$ cat config.mk
export PLATFORM = sky130hd
export DESIGN_NAME = rv_core
export DESIGN_NICKNAME = d
export VERILOG_FILES = /design/src/design/rv_pkg.sv /design/src/design/alu.sv /design/src/design/reg_file.sv /design/src/design/decode_stage.sv /design/src/design/execute_stage.sv /design/src/design/rv_core.sv
export SDC_FILE = /design/constraint.sdc
export NUM_CORES = 2
export LEC_CHECK = 0
export ABC_CLOCK_PERIOD_IN_PS = 15600
export CAP_MARGIN = 20
export CORE_MARGIN = 2
export CORE_UTILIZATION = 40
export DETAILED_ROUTE_END_ITERATION = 8
export DONT_BUFFER_PORTS = 1
export HOLD_SLACK_MARGIN = 0.1
export MAX_ROUTING_LAYER = met4
export PLACE_DENSITY = 0.58
export SLEW_MARGIN = 0
export SYNTH_ARGS = -nofsm -noshare
export SYNTH_HDL_FRONTEND = slang
export SYNTH_SLANG_ARGS = --single-unit
$ cat constraint.sdc
create_clock -name clk -period 15.6 [get_ports clk]
set_input_delay 2.34 -clock clk [delete_from_list [all_inputs] [get_ports clk]]
set_output_delay 2.34 -clock clk [all_outputs]
set_load 0.05 [all_outputs]
$ cat src/design/rv_pkg.sv
package rv_pkg;

  // ====================
  // word types
  // ====================

  typedef logic [31:0] xlen_t;
  typedef logic [31:0] inst_t;
  typedef logic [4:0]  reg_addr_t;

  // ====================
  // opcodes
  // ====================

  // register-register, register-immediate and LUI only
  localparam logic [6:0] OPC_OP     = 7'b0110011;
  localparam logic [6:0] OPC_OP_IMM = 7'b0010011;
  localparam logic [6:0] OPC_LUI    = 7'b0110111;

  // addi x0, x0, 0
  localparam inst_t NOP_INST = 32'h0000_0013;

  // ====================
  // alu operations
  // ====================

  typedef enum logic [3:0] {
    ALU_ADD,
    ALU_SUB,
    ALU_SLL,
    ALU_SLT,
    ALU_SLTU,
    ALU_XOR,
    ALU_SRL,
    ALU_SRA,
    ALU_OR,
    ALU_AND,
    // result is operand b, used by lui
    ALU_PASS_B
  } alu_op_e;

  // ====================
  // stage records
  // ====================

  // decode to execute
  typedef struct packed {
    reg_addr_t rs1;
    reg_addr_t rs2;
    reg_addr_t rd;
    xlen_t     rs1_data;
    xlen_t     rs2_data;
    xlen_t     imm;
    alu_op_e   alu_op;
    logic      use_imm;
    logic      reg_write;
  } id_ex_t;

  // result record for ex/mem and mem/wb
  typedef struct packed {
    reg_addr_t rd;
    xlen_t     data;
    logic      reg_write;
  } wb_req_t;

  // empty records, nothing gets written
  localparam id_ex_t ID_EX_NOP = '{
    rs1:       '0,
    rs2:       '0,
    rd:        '0,
    rs1_data:  '0,
    rs2_data:  '0,
    imm:       '0,
    alu_op:    ALU_ADD,
    use_imm:   1'b1,
    reg_write: 1'b0
  };

  localparam wb_req_t WB_NOP = '{rd: '0, data: '0, reg_write: 1'b0};

endpackage

$ cat src/design/alu.sv
`timescale 1ns/1ps

module alu (
  input  rv_pkg::alu_op_e op_i,
  input  rv_pkg::xlen_t   a_i,
  input  rv_pkg::xlen_t   b_i,
  output rv_pkg::xlen_t   result_o
);

  import rv_pkg::*;

  logic [4:0] shamt;
  logic       lt_signed;
  logic       lt_unsigned;

  // only the low five bits shift
  assign shamt = b_i[4:0];

  assign lt_signed   = $signed(a_i) < $signed(b_i);
  assign lt_unsigned = a_i < b_i;

  always_comb begin
    case (op_i)
      ALU_ADD:    result_o = a_i + b_i;
      ALU_SUB:    result_o = a_i - b_i;
      ALU_SLL:    result_o = a_i << shamt;
      ALU_SLT:    result_o = {31'b0, lt_signed};
      ALU_SLTU:   result_o = {31'b0, lt_unsigned};
      ALU_XOR:    result_o = a_i ^ b_i;
      ALU_SRL:    result_o = a_i >> shamt;
      // arithmetic shift keeps the sign bit
      ALU_SRA:    result_o = $unsigned($signed(a_i) >>> shamt);
      ALU_OR:     result_o = a_i | b_i;
      ALU_AND:    result_o = a_i & b_i;
      ALU_PASS_B: result_o = b_i;
      default:    result_o = '0;
    endcase
  end

endmodule

$ cat src/design/reg_file.sv
`timescale 1ns/1ps

module reg_file (
  input  logic              clk,
  input  logic              rst_i,
  input  logic              we_i,
  input  rv_pkg::reg_addr_t waddr_i,
  input  rv_pkg::xlen_t     wdata_i,
  input  rv_pkg::reg_addr_t raddr1_i,
  input  rv_pkg::reg_addr_t raddr2_i,
  output rv_pkg::xlen_t     rdata1_o,
  output rv_pkg::xlen_t     rdata2_o
);

  import rv_pkg::*;

  // x0 has no storage
  xlen_t regs [31:1];
  logic  wr_en;

  assign wr_en = we_i && (waddr_i != '0);

  always_ff @(posedge clk) begin
    if (rst_i) begin
      for (int i = 1; i < 32; i++) begin
        regs[i] <= '0;
      end
    end else if (wr_en) begin
      regs[waddr_i] <= wdata_i;
    end
  end

  // same-cycle write shows up on the read
  function automatic xlen_t read_port(input reg_addr_t raddr);
    if (raddr == '0) begin
      return '0;
    end else if (wr_en && waddr_i == raddr) begin
      return wdata_i;
    end
    return regs[raddr];
  endfunction

  always_comb begin
    rdata1_o = read_port(raddr1_i);
    rdata2_o = read_port(raddr2_i);
  end

endmodule

$ cat src/design/decode_stage.sv
`timescale 1ns/1ps

module decode_stage (
  input  logic            clk,
  input  logic            rst_i,
  input  logic            inst_valid_i,
  input  rv_pkg::inst_t   inst_i,
  input  rv_pkg::wb_req_t wb_i,
  output rv_pkg::id_ex_t  id_ex_o
);

  import rv_pkg::*;

  inst_t      inst_q;
  logic [6:0] opcode;
  logic [2:0] funct3;
  logic [6:0] funct7;
  reg_addr_t  rs1;
  reg_addr_t  rs2;
  reg_addr_t  rd;
  xlen_t      rs1_data;
  xlen_t      rs2_data;
  xlen_t      imm_i;
  xlen_t      imm_shamt;
  xlen_t      imm_u;
  id_ex_t     id_ex_d;
  id_ex_t     id_ex_q;

  // ====================
  // input register
  // ====================

  // bubble cycles load a nop
  always_ff @(posedge clk) begin
    if (rst_i || !inst_valid_i) begin
      inst_q <= NOP_INST;
    end else begin
      inst_q <= inst_i;
    end
  end

  // instruction fields
  assign opcode = inst_q[6:0];
  assign rd     = inst_q[11:7];
  assign funct3 = inst_q[14:12];
  assign rs1    = inst_q[19:15];
  assign rs2    = inst_q[24:20];
  assign funct7 = inst_q[31:25];

  // immediates
  assign imm_i     = {{20{inst_q[31]}}, inst_q[31:20]};
  assign imm_shamt = {27'b0, inst_q[24:20]};
  assign imm_u     = {inst_q[31:12], 12'b0};

  // write-through bypass lives in the register file
  reg_file reg_file_inst (
    .clk      (clk),
    .rst_i    (rst_i),
    .we_i     (wb_i.reg_write),
    .waddr_i  (wb_i.rd),
    .wdata_i  (wb_i.data),
    .raddr1_i (rs1),
    .raddr2_i (rs2),
    .rdata1_o (rs1_data),
    .rdata2_o (rs2_data)
  );

  // ====================
  // control decode
  // ====================

  always_comb begin
    id_ex_d          = ID_EX_NOP;
    id_ex_d.rs1      = rs1;
    id_ex_d.rs2      = rs2;
    id_ex_d.rd       = rd;
    id_ex_d.rs1_data = rs1_data;
    id_ex_d.rs2_data = rs2_data;
    case (opcode)
      OPC_OP: begin
        id_ex_d.use_imm = 1'b0;
        // funct7 is all zero, or 0100000 for sub and sra only
        id_ex_d.reg_write = (funct7 == 7'b0000000) ||
                            (funct7 == 7'b0100000 && (funct3 == 3'b000 || funct3 == 3'b101));
        case (funct3)
          3'b000:  id_ex_d.alu_op = funct7[5] ? ALU_SUB : ALU_ADD;
          3'b001:  id_ex_d.alu_op = ALU_SLL;
          3'b010:  id_ex_d.alu_op = ALU_SLT;
          3'b011:  id_ex_d.alu_op = ALU_SLTU;
          3'b100:  id_ex_d.alu_op = ALU_XOR;
          3'b101:  id_ex_d.alu_op = funct7[5] ? ALU_SRA : ALU_SRL;
          3'b110:  id_ex_d.alu_op = ALU_OR;
          default: id_ex_d.alu_op = ALU_AND;
        endcase
      end
      OPC_OP_IMM: begin
        id_ex_d.use_imm   = 1'b1;
        id_ex_d.imm       = imm_i;
        id_ex_d.reg_write = 1'b1;
        case (funct3)
          3'b000:  id_ex_d.alu_op = ALU_ADD;
          3'b010:  id_ex_d.alu_op = ALU_SLT;
          3'b011:  id_ex_d.alu_op = ALU_SLTU;
          3'b100:  id_ex_d.alu_op = ALU_XOR;
          3'b110:  id_ex_d.alu_op = ALU_OR;
          3'b111:  id_ex_d.alu_op = ALU_AND;
          3'b001: begin
            id_ex_d.alu_op    = ALU_SLL;
            id_ex_d.imm       = imm_shamt;
            id_ex_d.reg_write = (funct7 == 7'b0000000);
          end
          default: begin
            // srli / srai
            id_ex_d.alu_op    = funct7[5] ? ALU_SRA : ALU_SRL;
            id_ex_d.imm       = imm_shamt;
            id_ex_d.reg_write = (funct7 == 7'b0000000) || (funct7 == 7'b0100000);
          end
        endcase
      end
      OPC_LUI: begin
        id_ex_d.alu_op    = ALU_PASS_B;
        id_ex_d.use_imm   = 1'b1;
        id_ex_d.imm       = imm_u;
        id_ex_d.reg_write = 1'b1;
      end
      default: begin
        // unknown opcode, keeps the no-write record
        id_ex_d.reg_write = 1'b0;
      end
    endcase
  end

  // ====================
  // id/ex register
  // ====================

  always_ff @(posedge clk) begin
    if (rst_i) begin
      id_ex_q <= ID_EX_NOP;
    end else begin
      id_ex_q <= id_ex_d;
    end
  end

  assign id_ex_o = id_ex_q;

endmodule

$ cat src/design/execute_stage.sv
`timescale 1ns/1ps

module execute_stage (
  input  rv_pkg::id_ex_t  id_ex_i,
  input  rv_pkg::wb_req_t mem_fwd_i,
  input  rv_pkg::wb_req_t wb_fwd_i,
  output rv_pkg::wb_req_t ex_o
);

  import rv_pkg::*;

  xlen_t   op_a;
  xlen_t   rs2_val;
  xlen_t   op_b;
  xlen_t   alu_result;
  wb_req_t ex_d;

  // true when the record writes a nonzero rd matching src
  function automatic logic fwd_hit(
    input wb_req_t   req,
    input reg_addr_t src
  );
    return req.reg_write && (req.rd != '0) && (req.rd == src);
  endfunction

  // ====================
  // forwarding
  // ====================

  // mem result is younger, so it wins over wb
  function automatic xlen_t fwd_value(
    input reg_addr_t src,
    input xlen_t     rf_val,
    input wb_req_t   mem_req,
    input wb_req_t   wb_req
  );
    if (fwd_hit(mem_req, src)) begin
      return mem_req.data;
    end else if (fwd_hit(wb_req, src)) begin
      return wb_req.data;
    end
    return rf_val;
  endfunction

  assign op_a    = fwd_value(id_ex_i.rs1, id_ex_i.rs1_data, mem_fwd_i, wb_fwd_i);
  assign rs2_val = fwd_value(id_ex_i.rs2, id_ex_i.rs2_data, mem_fwd_i, wb_fwd_i);

  // ====================
  // operand b and alu
  // ====================

  // immediate forms ignore rs2 entirely
  assign op_b = id_ex_i.use_imm ? id_ex_i.imm : rs2_val;

  alu alu_inst (
    .op_i     (id_ex_i.alu_op),
    .a_i      (op_a),
    .b_i      (op_b),
    .result_o (alu_result)
  );

  // ====================
  // result record
  // ====================

  always_comb begin
    ex_d.rd        = id_ex_i.rd;
    ex_d.data      = alu_result;
    ex_d.reg_write = id_ex_i.reg_write;
  end

  assign ex_o = ex_d;

endmodule

$ cat src/design/rv_core.sv
`timescale 1ns/1ps

module rv_core (
  input  logic              clk,
  input  logic              rst_i,
  input  logic              inst_valid_i,
  input  rv_pkg::inst_t     inst_i,
  output logic              wb_valid_o,
  output rv_pkg::reg_addr_t wb_rd_o,
  output rv_pkg::xlen_t     wb_data_o
);

  import rv_pkg::*;

  id_ex_t  id_ex;
  wb_req_t ex_req;
  wb_req_t ex_mem_q;
  wb_req_t mem_wb_q;

  // ====================
  // decode
  // ====================

  // register file sits in here, written from mem/wb
  decode_stage decode_inst (
    .clk          (clk),
    .rst_i        (rst_i),
    .inst_valid_i (inst_valid_i),
    .inst_i       (inst_i),
    .wb_i         (mem_wb_q),
    .id_ex_o      (id_ex)
  );

  // ====================
  // execute
  // ====================

  execute_stage execute_inst (
    .id_ex_i   (id_ex),
    .mem_fwd_i (ex_mem_q),
    .wb_fwd_i  (mem_wb_q),
    .ex_o      (ex_req)
  );

  // ====================
  // ex/mem register
  // ====================

  always_ff @(posedge clk) begin
    if (rst_i) begin
      ex_mem_q <= WB_NOP;
    end else begin
      ex_mem_q <= ex_req;
    end
  end

  // ====================
  // mem/wb register
  // ====================

  // no memory access in mem, the stage only feeds forwarding
  always_ff @(posedge clk) begin
    if (rst_i) begin
      mem_wb_q <= WB_NOP;
    end else begin
      mem_wb_q <= ex_mem_q;
    end
  end

  // ====================
  // write-back port
  // ====================

  // writes to x0 are dropped from the port
  assign wb_valid_o = mem_wb_q.reg_write && (mem_wb_q.rd != '0);
  assign wb_rd_o    = mem_wb_q.rd;
  assign wb_data_o  = mem_wb_q.data;

endmodule

==> run summary <==
status = completed
minimum clock period = 6.858 ns
Min-Delay Path Class = reg -> reg
worst skew pair latency = 0.82 ns
largest net degree at the start of global routing = 166
ys async rst share = 0%
antenna-violating nets left = 0
Post-synth EDFFs = 1024
Post-CTS Hold Fix Bufs = 0
Main synth FF type = edfxtp_1
Slew HR = 19.65%
gr usage total = 32.21%
combined area of all synthesized cells = 72350 um^2
Inserted Clock Buffers = 144
CTS tree = done
YS warnings = 0
initial drt markers = 6981
crit-path max FO = 31
number of synthesized register bits = 1249
total wire length = 290.4 mm
# IOs = 73
grt total ovfl = 0
LEAKAGE = 27.43 nW
Die Span Y = 429.3 um
RSZ-0062 raised after global routing = false
Final Skew = 0.04517 ns
nets = 5831
final setup margin = 8.742 ns
post-CTS setup buffers = 0
Synth top area share = 42.50%
Die X = 429.3 um
share of cells above drive strength 1 = 21.05%
DRT Pass-1 Iters = 7
post-DR wirelength/cell = 35.43 um
VDD IR-drop max = 106.3 uV
syn avg cell area = 12.31 um^2
GPL Wtd Cong = 1.028
dpl ws = 8.768 ns
fin crit share = 43.96%
CP endpoint kind = flip-flop
final setup violation count = 0
maximum root-to-sink buffer count = 3
initial antenna violation count = 13
I/O Buffers = 0
arrival time at the worst endpoint = 7.50 ns
area grow syn2layout = 10.47%
post-synth top area cell = edfxtp_1
crit path kind = reg -> reg
setup tns final = 0 ns
maxcap violations = 0
Hold Vio Cnt, Final = 0
power density over the cells = 103.7 nW/um^2
die area = 184300 um^2
Netlist cell types = 101
top post-synthesis cells by area = edfxtp_1, mux4_2, and2_1
Post-CTS Resized = 0
Worst-Margin Slew = 1.193 ns
vias in the first global route = 52.13k
Slew Viols, Final = 0
Cells after Synth = 5875
Clock transition at path regs = 0.06 ns
H-tree levels = 4
sequential element share of the synthesized area = 48.73%
DRC Markers = 0
core area = 180200 um^2
Core Rows = 156
root buf cell = clkbuf_16
vias = 52.45k
first-pass GRT wire length = 408.8 mm
Initial Util = 40.16%
Max Clk Rate = 0.1458 GHz
CP startpoint kind = flip-flop
placed wire-length estimate = 195.6 mm
Worst Path Required = 16.24 ns
vias per std cell = 6.399
CTS sink cnt = 1249
state kept, by name, indices dropped and copies added (netlist names):
name	cells
wb_data_o	32
decode_inst.reg_file_inst.regs	1024
wb_rd_o	5
ex_mem_q	38
decode_inst.id_ex_o	117
decode_inst.inst_q	32
mem_wb_q	1
per-layer routing:
metal / vias to the layer above / GRT usage [%] / wire length, um
li1: 22007 / - / -
met1: 27162 / 40.31 / 112700
met2: 2661 / 51.10 / 138700
met3: 620 / 5.034 / 22630
met4: 0 / 15.81 / 16360
met5: - / - / 0
cell usage in the layout, fill, tap and decap left out, types with 16 or more instances in the layout:
cell type	netlist	final
mux4_2	583	583
a21oi_1	194	194
a22oi_1	27	27
inv_1	158	158
clkinv_2	0	24
ha_1	97	97
conb_1	1	32
clkinv_1	0	31
o31ai_1	16	16
nand3_1	163	162
and3_1	17	17
nor2_1	261	225
clkbuf_16	0	148
a211oi_1	31	31
mux2i_1	131	131
clkbuf_1	447	26
mux2_2	18	18
nand2_1	211	210
dfxtp_2	0	31
a22o_1	56	56
or2_2	34	34
o21ai_0	185	185
o211ai_1	61	61
xnor2_1	39	39
a311oi_1	26	26
and2_1	910	910
nor2_2	5	35
nand2b_1	27	27
nor3_1	220	220
a31oi_1	63	61
a21o_1	18	17
nor4_1	19	16
a2111oi_0	63	62
edfxtp_1	1024	1024
o221ai_1	19	19
dfxtp_1	225	186
o21ai_1	21	21
nor2b_1	72	69
a221oi_1	37	37
buf_4	11	241
critical path, cell delays in order (launching register included):
cell and delay, ns:
dfxtp_1 1.01, or3_4 0.50, o311a_1 0.27, nand2_1 0.07
buf_4 0.19, a2111oi_0 0.65, or2_2 0.22, buf_4 0.43
ha_1 0.44, nand3_1 0.14, o2111a_1 0.31, o311ai_0 0.18
a211oi_1 0.72, o211ai_1 0.37, nand2_1 0.22, nor3_1 0.08
a211o_1 0.30, a2111oi_0 0.35, a41oi_1 0.19
cell families (layout without fill, tap and decap cells):
logic type	count (synthesis)	in the layout	share of synthesized area (%)
AND/OR/NAND/NOR	1999	1999	15.09
flip-flops	1249	1249	48.73
AO/OA/AOI/OAI	978	978	9.387
buffers and inverters	768	681	4.223
multiplexers	732	732	20.24
adder cells (fa/ha/maj)	99	99	1.733
XOR/XNOR	49	49	0.5932
other	1	39	0.005183
layout make-up:
class                           count  area, um^2
Antenna cell                        7       17.52
Clock buffer                      183        3925
Inverter                          163       611.8
Sequential cell                  1249       35320
Multi-Input combinational cell   3889       34390
Fill cell                       16398      100200
Timing Repair Buffer              250        1959
Tap cell                         2370        2965
Clock inverter                     85       737.0
final timing paths:
check                                        start                             endpoint  slack (ns)  cells past startpoint
setup / recovery             wb_rd_o[2]$_SDFF_PP0_              ex_mem_q[26]$_SDFF_PP0_        8.74                     18
hold / removal    decode_inst.inst_q[9]$_SDFF_PP0_  decode_inst.id_ex_o[104]$_SDFF_PP0_        0.44                      1
setup reg to reg             wb_rd_o[2]$_SDFF_PP0_              ex_mem_q[26]$_SDFF_PP0_        8.74                     18
hold reg to reg   decode_inst.inst_q[9]$_SDFF_PP0_  decode_inst.id_ex_o[104]$_SDFF_PP0_        0.44                      1
synth_stat cells, drive strengths merged (8+ instances only):
cell type and instances:
edfxtp 1024, and2 916, mux4 583, clkbuf 447, nor2 267, dfxtp 225, nor3 220, nand2 212
o21ai 207, a21oi 195, nand3 164, inv 163, buf 158, mux2i 131, ha 97, nor2b 72
a2111oi 64, a31oi 64, o211ai 64, a22o 56, xnor2 39, a221oi 37, or2 35, a211oi 31
a22oi 27, a311oi 27, nand2b 27, nor4 19, o221ai 19, a21o 18, mux2 18, and3 17
o31ai 16, o22ai 15, nand4 13, o2111ai 13, a32oi 12, a41oi 11, nand3b 11, o21a 11
o21bai 11, xor2 10, a21boi 9, a221o 8, or3 8
power breakdown:
part	internal, mW	switching, mW
clock	1.94	1.46
sequential	3.72	0.0993
combinational	0.377	0.687
per-stage QoR:
stage	instances	util, %	cell area, um^2	hold slack [ns]	power (mW)
after global routing	8193	44.36	79920	0.4543	8.515
after CTS	8186	44.33	79860	0.4400	8.306
after detailed placement	7918	41.74	75200	0.4253	4.927
after global placement	7913	41.70	75130	0.4225	4.924
final	8196	44.36	79920	0.4377	8.289
after floorplan	5906	-	72460	0.4086	4.495
No activity file was read; power rests on OpenSTA's default activity.
